--- config.mk ---
export PLATFORM = sky130hd
export DESIGN_NAME = kbd_xlat_top
export DESIGN_NICKNAME = d
export VERILOG_FILES = /design/src/source/kbd_xlat_pkg.sv /design/src/source/break_prefix_tracker.sv /design/src/source/kbd_frame_receiver.sv /design/src/source/kbd_xlat_top.sv /design/src/source/scan_code_table.sv /design/src/source/xt_frame_sender.sv
export VERILOG_INCLUDE_DIRS = /design/src /design/src/source
export SDC_FILE = /design/constraint.sdc
export NUM_CORES = 1
export LEC_CHECK = 0
export BUFFER_PORTS_ARGS = -buffer_cell sky130_fd_sc_hd__buf_4
export CAP_MARGIN = 20
export CORE_MARGIN = 4
export CORE_UTILIZATION = 50
export CTS_CLUSTER_SIZE = 20
export DETAILED_ROUTE_END_ITERATION = 8
export MAX_ROUTING_LAYER = met4
export PLACE_DENSITY = 0.7
export SYNTH_ARGS = -nofsm -noshare
export SYNTH_HDL_FRONTEND = slang
export SYNTH_SLANG_ARGS = --single-unit
--- constraint.sdc ---
create_clock -name latch -period 3.15 [get_ports latch]
set_clock_uncertainty 0.1 [all_clocks]
set_input_delay 0.1575 -clock latch [delete_from_list [all_inputs] [get_ports latch]]
set_output_delay 0.1575 -clock latch [all_outputs]
set_load 0.01 [all_outputs]
--- src/source/kbd_xlat_defs.svh ---
// --------------------------------------------------------------------------
// Protocol constants for the keyboard and PC serial frames
// Both links move one bit per clock edge with no parity bit
// --------------------------------------------------------------------------
`ifndef KBD_XLAT_DEFS_SVH
`define KBD_XLAT_DEFS_SVH

// Set 2 break prefix, never forwarded to the PC
`define KBD_BREAK_PREFIX 8'hF0

`define KBD_BREAK_BIT 8'h80 // Set 1 release marker

// Data bits per frame on both links, LSB first
`define KBD_DATA_BITS 8

`endif

--- src/source/kbd_xlat_pkg.sv ---
// --------------------------------------------------------------------------
// Shared types for the set 2 to set 1 scan code translator
// Every code is a single byte and extended prefixes are not decoded
// Receiver and sender FSMs both use two-bit state encodings
// --------------------------------------------------------------------------
`default_nettype none

package kbd_xlat_pkg;

	typedef logic [7:0] scan_byte_t; // One scan code, either set

	// Keyboard side deserializer
	typedef enum logic [1:0] {
		RX_IDLE,
		RX_DATA,
		RX_STOP
	} rx_state_e;

	// PC side serializer
	typedef enum logic [1:0] {
		TX_IDLE,
		TX_START,
		TX_DATA,
		TX_STOP
	} tx_state_e;

endpackage

`default_nettype wire

--- src/source/break_prefix_tracker.sv ---
// --------------------------------------------------------------------------
// Tracks the set 2 break prefix between keyboard frames
// suppress is combinational and only meaningful while rx_valid is high
// break_flag changes one edge after the byte that sets or clears it
// --------------------------------------------------------------------------
`default_nettype none

`include "kbd_xlat_defs.svh"

module break_prefix_tracker
	import kbd_xlat_pkg::*;
(
	input  wire             latch,
	input  wire             arst_n,
	input  wire scan_byte_t rx_byte,
	input  wire             rx_valid,
	output logic            suppress,    // Current byte is the prefix
	output logic            break_flag   // Prefix pending for next code
);

	assign suppress = (rx_byte == `KBD_BREAK_PREFIX);

	// Set by a prefix, cleared by the code it applies to
	// Back to back prefixes just keep it set
	always_ff @(posedge latch or negedge arst_n) begin
		if (!arst_n)
			break_flag <= 1'b0;
		else if (rx_valid)
			break_flag <= suppress;
	end

endmodule

`default_nettype wire

--- src/source/kbd_frame_receiver.sv ---
// --------------------------------------------------------------------------
// Keyboard frame deserializer
// Samples kbd_data once per latch edge with no oversampling
// Frame is start 0, eight data bits LSB first, stop 1
// A bad stop bit drops the frame without any error output
// --------------------------------------------------------------------------
`default_nettype none

`include "kbd_xlat_defs.svh"

module kbd_frame_receiver
	import kbd_xlat_pkg::*;
(
	input  wire        latch,
	input  wire        arst_n,
	input  wire        kbd_data,   // Idles high
	output scan_byte_t rx_byte,
	output logic       rx_valid
);

	localparam int CNT_W = $clog2(`KBD_DATA_BITS);
	localparam logic [CNT_W-1:0] LAST_BIT = CNT_W'(`KBD_DATA_BITS - 1);

	rx_state_e        state;
	logic [CNT_W-1:0] bit_cnt;

	// Control path
	always_ff @(posedge latch or negedge arst_n) begin
		if (!arst_n) begin
			state    <= RX_IDLE;
			bit_cnt  <= '0;
			rx_valid <= 1'b0;
		end else begin
			rx_valid <= 1'b0; // Single cycle strobe
			case (state)
				RX_IDLE: begin
					bit_cnt <= '0;
					if (!kbd_data)
						state <= RX_DATA; // Start bit seen
				end
				RX_DATA: begin
					bit_cnt <= bit_cnt + 1'b1;
					if (bit_cnt == LAST_BIT)
						state <= RX_STOP;
				end
				RX_STOP: begin
					// Only a high stop bit makes the byte visible
					rx_valid <= kbd_data;
					state    <= RX_IDLE;
				end
				default: begin
					state <= RX_IDLE;
				end
			endcase
		end
	end

	// Data shifts in from the top so bit 0 ends up first received
	always_ff @(posedge latch) begin
		if (state == RX_DATA)
			rx_byte <= {kbd_data, rx_byte[`KBD_DATA_BITS-1:1]};
	end

endmodule

`default_nettype wire

--- src/source/kbd_xlat_top.sv ---
// --------------------------------------------------------------------------
// Keyboard set 2 to PC set 1 translator, top level
// Single clock latch with asynchronous active low reset
// Keyboard to PC direction only, no command path or parity
// pc_data start bit follows the keyboard stop bit by two edges
// --------------------------------------------------------------------------
`default_nettype none

module kbd_xlat_top
	import kbd_xlat_pkg::*;
(
	input  wire  latch,
	input  wire  arst_n,
	input  wire  kbd_data,
	output logic pc_data
);

	scan_byte_t rx_byte;
	scan_byte_t xlat_byte;
	logic       rx_valid;
	logic       suppress;
	logic       break_flag;

	kbd_frame_receiver kbd_frame_receiver_inst (
		.latch    (latch),
		.arst_n   (arst_n),
		.kbd_data (kbd_data),
		.rx_byte  (rx_byte),
		.rx_valid (rx_valid)
	);

	// Lookup and prefix tracking both work on the received byte
	scan_code_table scan_code_table_inst (
		.rx_byte   (rx_byte),
		.xlat_byte (xlat_byte)
	);

	break_prefix_tracker break_prefix_tracker_inst (
		.latch      (latch),
		.arst_n     (arst_n),
		.rx_byte    (rx_byte),
		.rx_valid   (rx_valid),
		.suppress   (suppress),
		.break_flag (break_flag)
	);

	xt_frame_sender xt_frame_sender_inst (
		.latch      (latch),
		.arst_n     (arst_n),
		.rx_valid   (rx_valid),
		.xlat_byte  (xlat_byte),
		.suppress   (suppress),
		.break_flag (break_flag),
		.pc_data    (pc_data)
	);

endmodule

`default_nettype wire

--- src/source/scan_code_table.sv ---
// --------------------------------------------------------------------------
// Set 2 to set 1 translation as done by the 8042 controller
// Purely combinational, so the result follows rx_byte directly
// Codes above 0x7F map to themselves except 0x83 and 0x84
// E0, E1 and F0 therefore pass through unchanged
// --------------------------------------------------------------------------
`default_nettype none

module scan_code_table
	import kbd_xlat_pkg::*;
(
	input  wire scan_byte_t rx_byte,
	output scan_byte_t      xlat_byte
);

	always_comb begin
		case (rx_byte)
			8'h00: xlat_byte = 8'hff; // Keyboard error code
			8'h01: xlat_byte = 8'h43;
			8'h02: xlat_byte = 8'h41;
			8'h03: xlat_byte = 8'h3f;
			8'h04: xlat_byte = 8'h3d;
			8'h05: xlat_byte = 8'h3b;
			8'h06: xlat_byte = 8'h3c;
			8'h07: xlat_byte = 8'h58;
			8'h08: xlat_byte = 8'h64;
			8'h09: xlat_byte = 8'h44;
			8'h0a: xlat_byte = 8'h42;
			8'h0b: xlat_byte = 8'h40;
			8'h0c: xlat_byte = 8'h3e;
			8'h0d: xlat_byte = 8'h0f;
			8'h0e: xlat_byte = 8'h29;
			8'h0f: xlat_byte = 8'h59;
			8'h10: xlat_byte = 8'h65;
			8'h11: xlat_byte = 8'h38;
			8'h12: xlat_byte = 8'h2a; // Left shift
			8'h13: xlat_byte = 8'h70;
			8'h14: xlat_byte = 8'h1d;
			8'h15: xlat_byte = 8'h10;
			8'h16: xlat_byte = 8'h02;
			8'h17: xlat_byte = 8'h5a;
			8'h18: xlat_byte = 8'h66;
			8'h19: xlat_byte = 8'h71;
			8'h1a: xlat_byte = 8'h2c;
			8'h1b: xlat_byte = 8'h1f;
			8'h1c: xlat_byte = 8'h1e;
			8'h1d: xlat_byte = 8'h11;
			8'h1e: xlat_byte = 8'h03;
			8'h1f: xlat_byte = 8'h5b;
			8'h20: xlat_byte = 8'h67;
			8'h21: xlat_byte = 8'h2e;
			8'h22: xlat_byte = 8'h2d;
			8'h23: xlat_byte = 8'h20;
			8'h24: xlat_byte = 8'h12;
			8'h25: xlat_byte = 8'h05;
			8'h26: xlat_byte = 8'h04;
			8'h27: xlat_byte = 8'h5c;
			8'h28: xlat_byte = 8'h68;
			8'h29: xlat_byte = 8'h39; // Space bar
			8'h2a: xlat_byte = 8'h2f;
			8'h2b: xlat_byte = 8'h21;
			8'h2c: xlat_byte = 8'h14;
			8'h2d: xlat_byte = 8'h13;
			8'h2e: xlat_byte = 8'h06;
			8'h2f: xlat_byte = 8'h5d;
			8'h30: xlat_byte = 8'h69;
			8'h31: xlat_byte = 8'h31;
			8'h32: xlat_byte = 8'h30;
			8'h33: xlat_byte = 8'h23;
			8'h34: xlat_byte = 8'h22;
			8'h35: xlat_byte = 8'h15;
			8'h36: xlat_byte = 8'h07;
			8'h37: xlat_byte = 8'h5e;
			8'h38: xlat_byte = 8'h6a;
			8'h39: xlat_byte = 8'h72;
			8'h3a: xlat_byte = 8'h32;
			8'h3b: xlat_byte = 8'h24;
			8'h3c: xlat_byte = 8'h16;
			8'h3d: xlat_byte = 8'h08;
			8'h3e: xlat_byte = 8'h09;
			8'h3f: xlat_byte = 8'h5f;
			8'h40: xlat_byte = 8'h6b;
			8'h41: xlat_byte = 8'h33;
			8'h42: xlat_byte = 8'h25;
			8'h43: xlat_byte = 8'h17;
			8'h44: xlat_byte = 8'h18;
			8'h45: xlat_byte = 8'h0b;
			8'h46: xlat_byte = 8'h0a;
			8'h47: xlat_byte = 8'h60;
			8'h48: xlat_byte = 8'h6c;
			8'h49: xlat_byte = 8'h34;
			8'h4a: xlat_byte = 8'h35;
			8'h4b: xlat_byte = 8'h26;
			8'h4c: xlat_byte = 8'h27;
			8'h4d: xlat_byte = 8'h19;
			8'h4e: xlat_byte = 8'h0c;
			8'h4f: xlat_byte = 8'h61;
			8'h50: xlat_byte = 8'h6d;
			8'h51: xlat_byte = 8'h73;
			8'h52: xlat_byte = 8'h28;
			8'h53: xlat_byte = 8'h74;
			8'h54: xlat_byte = 8'h1a;
			8'h55: xlat_byte = 8'h0d;
			8'h56: xlat_byte = 8'h62;
			8'h57: xlat_byte = 8'h6e;
			8'h58: xlat_byte = 8'h3a; // Caps lock
			8'h59: xlat_byte = 8'h36;
			8'h5a: xlat_byte = 8'h1c; // Enter
			8'h5b: xlat_byte = 8'h1b;
			8'h5c: xlat_byte = 8'h75;
			8'h5d: xlat_byte = 8'h2b;
			8'h5e: xlat_byte = 8'h63;
			8'h5f: xlat_byte = 8'h76;
			8'h60: xlat_byte = 8'h55;
			8'h61: xlat_byte = 8'h56;
			8'h62: xlat_byte = 8'h77;
			8'h63: xlat_byte = 8'h78;
			8'h64: xlat_byte = 8'h79;
			8'h65: xlat_byte = 8'h7a;
			8'h66: xlat_byte = 8'h0e;
			8'h67: xlat_byte = 8'h7b;
			8'h68: xlat_byte = 8'h7c;
			8'h69: xlat_byte = 8'h4f;
			8'h6a: xlat_byte = 8'h7d;
			8'h6b: xlat_byte = 8'h4b;
			8'h6c: xlat_byte = 8'h47;
			8'h6d: xlat_byte = 8'h7e;
			8'h6e: xlat_byte = 8'h7f;
			8'h6f: xlat_byte = 8'h6f;
			// Keypad and escape row
			8'h70: xlat_byte = 8'h52;
			8'h71: xlat_byte = 8'h53;
			8'h72: xlat_byte = 8'h50;
			8'h73: xlat_byte = 8'h4c;
			8'h74: xlat_byte = 8'h4d;
			8'h75: xlat_byte = 8'h48;
			8'h76: xlat_byte = 8'h01;
			8'h77: xlat_byte = 8'h45;
			8'h78: xlat_byte = 8'h57;
			8'h79: xlat_byte = 8'h4e;
			8'h7a: xlat_byte = 8'h51;
			8'h7b: xlat_byte = 8'h4a;
			8'h7c: xlat_byte = 8'h37;
			8'h7d: xlat_byte = 8'h49;
			8'h7e: xlat_byte = 8'h46;
			8'h7f: xlat_byte = 8'h54;
			// Only two high codes are remapped
			8'h83: xlat_byte = 8'h41; // F7
			8'h84: xlat_byte = 8'h54;
			default: xlat_byte = rx_byte;
		endcase
	end

endmodule

`default_nettype wire

--- src/source/xt_frame_sender.sv ---
// --------------------------------------------------------------------------
// PC side serializer, one bit per latch edge with registered output
// Frame is start 0, eight data bits LSB first, stop 1
// Start bit leaves one edge after the byte is taken
// A new byte is only taken in idle or during the stop bit
// --------------------------------------------------------------------------
`default_nettype none

`include "kbd_xlat_defs.svh"

module xt_frame_sender
	import kbd_xlat_pkg::*;
(
	input  wire             latch,
	input  wire             arst_n,
	input  wire             rx_valid,
	input  wire scan_byte_t xlat_byte,
	input  wire             suppress,
	input  wire             break_flag,
	output logic            pc_data     // Idles high
);

	localparam int CNT_W = $clog2(`KBD_DATA_BITS);
	localparam logic [CNT_W-1:0] LAST_BIT = CNT_W'(`KBD_DATA_BITS - 1);

	tx_state_e        state;
	logic [CNT_W-1:0] bit_cnt;
	scan_byte_t       shift_q;
	scan_byte_t       merged;
	logic             accept;

	// Fold a pending break into bit 7
	assign merged = break_flag ? (xlat_byte | `KBD_BREAK_BIT) : xlat_byte;

	assign accept = rx_valid && !suppress && (state == TX_IDLE || state == TX_STOP);

	always_ff @(posedge latch or negedge arst_n) begin
		if (!arst_n) begin
			state   <= TX_IDLE;
			bit_cnt <= '0;
			pc_data <= 1'b1;
		end else begin
			case (state)
				TX_IDLE: begin
					pc_data <= 1'b1;
					if (accept)
						state <= TX_START;
				end
				TX_START: begin
					pc_data <= 1'b0;
					bit_cnt <= '0;
					state   <= TX_DATA;
				end
				TX_DATA: begin
					pc_data <= shift_q[0];
					bit_cnt <= bit_cnt + 1'b1;
					if (bit_cnt == LAST_BIT)
						state <= TX_STOP;
				end
				TX_STOP: begin
					pc_data <= 1'b1;
					// Back to back frames when keyboard gap is zero
					state <= accept ? TX_START : TX_IDLE;
				end
				default: begin
					state   <= TX_IDLE;
					pc_data <= 1'b1;
				end
			endcase
		end
	end

	always_ff @(posedge latch) begin
		if (accept)
			shift_q <= merged;
		else if (state == TX_DATA)
			shift_q <= {1'b0, shift_q[`KBD_DATA_BITS-1:1]};
	end

endmodule

`default_nettype wire

[Word level (Yosys, flattened, before mapping)]
Cells that the tools add are included.
Word-level totals
  word-level logic and storage cells: 182
  output and inout bits: 1
  bits in registers: 29
Cells by class
  muxes and demuxes: 15
  eq/ne operators: 141
  add/sub/neg operators: 2
  reductions and logical operators: 15
Operators by type and width (count)
  $pmux 8 s128: 1
  $eq 8x7->1 const B: 64
  $eq 8x6->1 const B: 32
  $eq 8x5->1 const B: 16
  $eq 8x4->1 const B: 8
  $eq 8x3->1 const B: 4
  $eq 8x8->1 const B: 3
  $mux 8: 3
  $eq 8x2->1 const B: 2
  $pmux 3 s2: 2
  $eq 8x1->1 const B: 1
  $logic_not 8->1: 1
  $mux 2: 4
  $pmux 2 s4: 1
  $add 3x1->3 const B: 2
  $eq 2x2->1 const B: 3
  $eq 3x3->1 const B: 2
  $ne 2x1->1 const B: 3
  $reduce_bool 2->1: 3
  $reduce_or 2->1: 3
  $eq 2x1->1 const B: 2
  $logic_not 2->1: 2
  $pmux 2 s2: 1
  $reduce_and 2->1: 2
  other kinds (6): 8

[Longest topological paths before layout]
Gate-level depths: netlist of run 1.
  word-level depth: 6
  gate-level depth with buffers: 12
  gate-level depth less buffers: 8

[By module]
From an unflattened synthesis of run 1, not the netlist that was laid out.
Unflattened totals
  cell total of the unflattened synthesis: 514
  area total of the unflattened synthesis: 3930.0 sq um
Modules (own cells, without submodules)
  scan_code_table: instances 1, cells each 428, area an instance 2656.3 sq um
  xt_frame_sender: instances 1, cells each 54, area an instance 716.9 sq um
  kbd_frame_receiver: instances 1, cells each 24, area an instance 479.2 sq um
  break_prefix_tracker: instances 1, cells each 8, area an instance 77.6 sq um

==> metrics.csv, run 1 <==
metric,value,unit
Post-DRT Antenna Nets,0,
final setup violating endpoints,0,
hold slack,0.169,ns
syn_nets,500,
die width,94.8,um
WL met3,2.22,mm
initial antenna violation count,0,
fmax,0.321,GHz
first-pass GRT wire length,23.9,mm
Synth Area in Compound Gates,30.9,%
IO Count,4,
DRC violations left,0,
routability congestion estimate from global placement,1.19,
CTS tree,yes,
RSZ-0062 raised after global routing,false,
Starting Density,51.7,%
Setup WS post-layout,0.0372,ns
number of synthesized flops with an enable pin,16,
Post-Synthesis Cells,488,
Yosys top cell area share,12.7,%
number of global-route vias before repair,4187,
"top cells by area, synth","edfxtp_1, dfrtp_1, o21ai_0",
top post-synthesis cells by count,"nand2_1, nor2_1, o21ai_0, a21oi_1, buf_2",
Hold Path Class,primary input to async pin,
most frequent cell after synthesis,nand2_1,
multiplexer share of the synthesized area,1.39,%
met1 wire length,6.09,mm
drt first pass iters,6,
Die H,94.8,um
"worst slack, placed",-0.0755,ns
status,"finished, final reports clean",
CP Data Arrival Time,3.06,ns
Post-Synth Simple-Gate Area,32.3,%
Worst slew margin,43.1,%
final WL,15.5,mm
Clock transition at path regs,0.07,ns
I/O Buffers,3,
slowest library cell on the worst path,nor3_1,
Worst path max stage delay,0.53,ns
Post-Route Setup TNS,0,ns
Synth Area in Adders,2.99,%
crit-path max FO,9,
Yosys reg bits,29,
fin crit share,98.8,%
Power Density,1150,nW/um2
"Top FF cell, synth",edfxtp_1,
CP Cell Sequence,"buf_4, nand4bb_1, nor3_1, a31oi_1, o221a_2, and4_4, or4_1, o221a_2",
FP Rows,31,
share of cells above drive strength 1,23.8,%
WS Path Type,latch to latch,
fraction of registers with async set/reset,44.8,%
Tightest Pin Transition,0.851,ns
Yosys cell types,88,
1st-iter DRT viols,825,
Clock Sinks,29,
"Hold Vio Cnt, Final",0,
Lkg Pwr,0.00166,uW
Final HPWL DP,11.3,mm
most frequent CP cell,o221a_2,
total power,5160,uW
Vias per Instance,7.34,
number of max-cap violations,0,
H-tree depth,2,
worst skew pair latency,0.29,ns
largest net degree at the start of global routing,43,
register area share after synthesis,21.4,%
Final #Nets,540,
VDD IR max,740,uV
Post-Synth XOR/XNOR Area,2.29,%
Clock Tree Buf Depth,2,
clock period minus worst slack,3.11,ns
via count,4610,
clock root buffer,clkbuf_8,
largest family of logic cells by synthesized area,simple AND/OR/NAND/NOR gates,
Mean Syn Cell Area,7.73,um2
TritonCTS buffer count,5,
crit path capture type,latch,
Worst EP required,3.10,ns
area grow syn2layout,18.6,%
Die ar.,8990,um2
grt ovf,0,
Core Area,7290,um2
DR WL met2,6.32,mm
Top Layer Used,met4,
fin. max-slew vios,0,
Wirelength per Cell,24.6,um
ANT cells,0,
total track usage,36.0,%
cell taking the most area after synthesis,edfxtp_1,
CP Launch Type,latch,
Ys Warns,0,
Mapped Area,3770,um2
stage by stage:
stage / cells / utilization [%] / area, um2
2_1_floorplan: 488 / - / 3770
3_3_place_gp: 616 / 58.6 / 4270
3_5_place_dp: 616 / 58.6 / 4270
4_1_cts: 626 / 60.6 / 4420
5_1_grt: 628 / 61.3 / 4470
6_report: 628 / 61.3 / 4470
registers in the layout, indices dropped and copies added (netlist names):
signal	flops
xt_frame_sender_inst.state	2
kbd_frame_receiver_inst.rx_valid	1
xt_frame_sender_inst.bit_cnt	3
kbd_frame_receiver_inst.state	2
xt_frame_sender_inst.shift_q	8
xt_frame_sender_inst.pc_data	1
kbd_frame_receiver_inst.rx_byte	8
kbd_frame_receiver_inst.bit_cnt	3
break_prefix_tracker_inst.break_flag	1
logic make-up (layout without fill, tap and decap cells):
family | after synthesis | after routing
xor+xnor | 9 | 9
compound gates | 168 | 168
flops | 29 | 29
mux | 5 | 5
buf+inv | 61 | 102
simple gates | 207 | 207
fa+ha+maj | 9 | 9
repair_timing:
action                                  CTS  global route
resized for setup                         1             9
endpoints found under the hold margin    14             0
hold buffers                              2             0
cloned                                    0             0
endpoints found under the setup margin    1             6
buffers inserted                          0             2
power breakdown:
part / total, uW / leakage, uW / switching [uW] / internal [uW]
Combinational: 4040 / 0.00129 / 2520 / 1520
Sequential: 708 / 0.000321 / 107 / 600
Clock: 410 / 0.0000574 / 153 / 257
Total: 5160 / 0.00166 / 2780 / 2380
path summary, 6_finish.rpt:
check	start	to	slack, ns	cells past startpoint
hold / removal	arst_n	xt_frame_sender_inst.bit_cnt[2]	0.17	2
hold reg to reg	kbd_frame_receiver_inst.rx_byte[4]	kbd_frame_receiver_inst.rx_byte[3]	0.36	0
setup reg to reg	kbd_frame_receiver_inst.rx_byte[5]	xt_frame_sender_inst.shift_q[2]	0.04	8
min in group latch	kbd_frame_receiver_inst.rx_byte[4]	kbd_frame_receiver_inst.rx_byte[3]	0.36	0
setup / recovery	kbd_frame_receiver_inst.rx_byte[5]	xt_frame_sender_inst.shift_q[2]	0.04	8
max in group asynchronous	arst_n	xt_frame_sender_inst.pc_data	2.54	2
worst max-delay path: cells and delay by family, from the launching register on:
kind | cells | cell delay (ns)
AOI/OAI and AO/OA | 3 | 0.42
and+or+nand+nor | 4 | 1.63
buffers and inverters | 1 | 0.21
DFF | 1 | 0.51
routing by layer:
layer  global-route usage, %  up-vias
li1                        -     1975
met1                    49.3     2133
met2                    49.3      416
met3                    10.8       86
met4                    13.9        0
met5                       -        -
cell type report:
cell class / instances / area (um2)
fill: 657 / 2820
multi-input combinational: 398 / 2680
sequential: 29 / 807
timing repair buffer: 86 / 713
tap: 99 / 124
clock buffer: 6 / 82.6
clock inverter: 2 / 37.5
inverter: 8 / 30.0
placed cells by master, fill, tap and decap left out, types with 10 or more instances in the layout:
| master | synthesis | final |
|---|---|---|
| nand2_1 | 40 | 40 |
| buf_4 | 8 | 79 |
| nor2_1 | 35 | 34 |
| o21ai_0 | 34 | 33 |
| edfxtp_1 | 16 | 16 |
| nor3_1 | 19 | 19 |
| a21oi_1 | 31 | 31 |
| o211ai_1 | 10 | 10 |
| nand2b_1 | 11 | 10 |
| nor2b_1 | 13 | 13 |
| nand3_1 | 21 | 21 |
| dfrtp_1 | 12 | 12 |
| o22ai_1 | 10 | 10 |
(Power assumes the default switching activity.)
==> run 2: changes to the inputs <==
--- a/config.mk
+++ b/config.mk
@@ -14,2 +14,3 @@
 export DETAILED_ROUTE_END_ITERATION = 8
+export GPL_ROUTABILITY_DRIVEN = 0
 export MAX_ROUTING_LAYER = met4
==> constraint.sdc (replaced) <==
create_clock -name latch -period 3.15 [get_ports latch]
set_clock_uncertainty 0.1 [all_clocks]
set_input_delay 0.315 -clock latch [delete_from_list [all_inputs] [get_ports latch]]
set_output_delay 0.315 -clock latch [all_outputs]
set_load 0.01 [all_outputs]
==> metrics.csv, run 2 (synthesized netlist as in run 1, its figures left out) <==
metric,value,unit,change
violated checks,design-rule violations,,
total power,4780,uW,-7.4%
fmax,0.323,GHz,+0.47%
IO Count,4,,unchanged
number of max-cap violations,0,,unchanged
TritonCTS buffer count,5,,unchanged
top flop regs,"kbd_frame_receiver_inst.rx_byte: 8 flops, xt_frame_sender_inst.shift_q: 8 flops",,
r2r startpoint,kbd_frame_receiver_inst.rx_byte[4],,
Tightest Pin Transition,0.858,ns,+0.00705 ns
r2r endpoint,xt_frame_sender_inst.shift_q[2],,
VDD IR max,553,uV,-25%
crit path buf inv count,1,,unchanged
Hold Path Origin,kbd_data,,
via count,4467,,-3.1%
slowest library cell on the worst path,or4b_1,,
fin. max-slew vios,0,,unchanged
final WL,13.4,mm,-13%
met1 wire length,5.07,mm,-17%
first-pass GRT wire length,20.8,mm,-13%
Worst EP required,3.08,ns,-0.02 ns
clock period minus worst slack,3.10,ns,-0.0146 ns
crit-path max FO,29,,+20
Core Area,7290,um2,unchanged
Die ar.,8990,um2,unchanged
Worst path max stage delay,0.63,ns,+0.10 ns
Worst slew margin,42.7,%,-0.47 points
Post-DRT Antenna Nets,0,,unchanged
Clock Tree Buf Depth,2,,unchanged
crit path capture type,latch,,
FP Rows,31,,unchanged
Power Density,1110,nW/um2,-3.7%
area grow syn2layout,14.1,%,
H-tree depth,2,,unchanged
clock root buffer,clkbuf_8,,
CP Cell Sequence,"buf_12, or4b_1, o31ai_2, o31ai_1, nand3_2, nor3_2, and4_4, or4_1, o221a_2",,
WL met3,1.97,mm,-11%
WS Path Type,latch to latch,,
CP Data Arrival Time,3.03,ns,-0.03 ns
number of global-route vias before repair,3980,,-4.9%
Lkg Pwr,0.00157,uW,-5.7%
Clock Sinks,29,,unchanged
drt first pass iters,9,,+3
cell count of the worst reg-to-reg path,9,,+1
final cell count without fillers,609,,-3.0%
I/O Buffers,3,,unchanged
die width,94.8,um,unchanged
Wirelength per Cell,22.1,um,-10%
Top Layer Used,met4,,
DR WL met2,5.41,mm,-14%
grt ovf,0,,unchanged
Hold EP,kbd_frame_receiver_inst.rx_byte[7],,
CP Launch Type,latch,,
Cells after DPL,594,,-3.6%
Die H,94.8,um,unchanged
fin crit share,98.4,%,-0.46 points
worst skew pair latency,0.28,ns,about the same
"most common cell after layout, fill and taps aside",buf_4,,
status,"finished, violations left",,
Final HPWL DP,9.51,mm,-16%
Final #Nets,521,,-3.5%
crit-path leading delay family,simple AND/OR/NAND/NOR gates,,
Hold Path Class,primary input to latch,,
Vias per Instance,7.33,,about the same
largest net degree at the start of global routing,43,,unchanged
"Hold Vio Cnt, Final",0,,unchanged
RSZ-0062 raised after global routing,false,,
share of cells above drive strength 1,20.6,%,-3.2 points
ANT cells,0,,unchanged
final setup violating endpoints,0,,unchanged
total track usage,30.5,%,-5.5 points
1st-iter DRT viols,1152,,+40%
Hold Path Stages,1,,
CTS tree,yes,,
r2r setup slk,0.05,ns,about the same
DRC violations left,41,,+41
Clock transition at path regs,0.06,ns,about the same
most frequent cells in the layout,"buf_4, nand2_1, nor2_1",,
Starting Density,51.7,%,unchanged
initial antenna violation count,0,,unchanged
run 2: through the flow:
step | hold WS, ns | utilization, % | TNS (ns) | cell area, um2 | setup WS [ns]
after floorplan | -0.0806 | - | 0 | 3770 | 0.375
after global routing | 0.112 | 59.0 | 0 | 4300 | 0.00798
after global placement | 0.0652 | 56.5 | -0.139 | 4120 | -0.139
after detailed placement | 0.0701 | 56.5 | -0.147 | 4120 | -0.147
final | 0.121 | 59.0 | 0 | 4300 | 0.0518
after CTS | 0.110 | 58.2 | 0 | 4240 | 0.0726
run 2: timing repair:
action | 4_1_cts | 5_1_grt
setup endpoints to repair | 2 | 5
hold endpoints to repair | 13 | 0
pin swaps | 0 | 1
hold buffers | 1 | 0
buffers inserted | 0 | 6
gates resized for setup | 3 | 3
run 2: per-layer routing:
metal / vias up / GRT usage [%]
li1: 1933 / -
met1: 1955 / 39.3
met2: 459 / 43.0
met3: 120 / 8.45
met4: 0 / 16.5
met5: - / -
run 2: how the worst max path moves through the flow:
| stage | startpoint | to | slack (ns) | depth (start not counted) |
|---|---|---|---|---|
| floorplan | kbd_frame_receiver_inst.rx_byte[7] | xt_frame_sender_inst.shift_q[2] | 0.37 | 9 |
| global placement | kbd_frame_receiver_inst.rx_byte[5] | xt_frame_sender_inst.shift_q[4] | -0.14 | 10 |
| detailed placement | kbd_frame_receiver_inst.rx_byte[5] | xt_frame_sender_inst.shift_q[4] | -0.15 | 10 |
| CTS | kbd_frame_receiver_inst.rx_byte[5] | xt_frame_sender_inst.shift_q[2] | 0.07 | 9 |
| global route | kbd_frame_receiver_inst.rx_byte[4] | xt_frame_sender_inst.shift_q[2] | 0.008 | 10 |
| finish | kbd_frame_receiver_inst.rx_byte[4] | xt_frame_sender_inst.shift_q[2] | 0.05 | 9 |
run 2: cell type report:
cell class                      instances  area, um2
Clock inverter                          1       5.00
Tap cell                               99        124
Multi-Input combinational cell        398       2660
Clock buffer                            7       96.3
Sequential cell                        29        807
Inverter                                8       30.0
Fill cell                             646       2990
Timing Repair Buffer                   67        578
run 2: power by group:
part	internal, uW	switching, uW	leakage (uW)
combinational	1380	2320	0.00119
clock	197	137	0.0000542
sequential	602	142	0.000321
run 2: worst reg2reg max path, cell delays in order, from the launching register on:
cell      delay, ns
edfxtp_1       0.43
buf_12         0.19
or4b_1         0.64
o31ai_2        0.28
o31ai_1        0.13
nand3_2        0.17
nor3_2         0.09
and4_4         0.18
or4_1          0.51
o221a_2        0.13
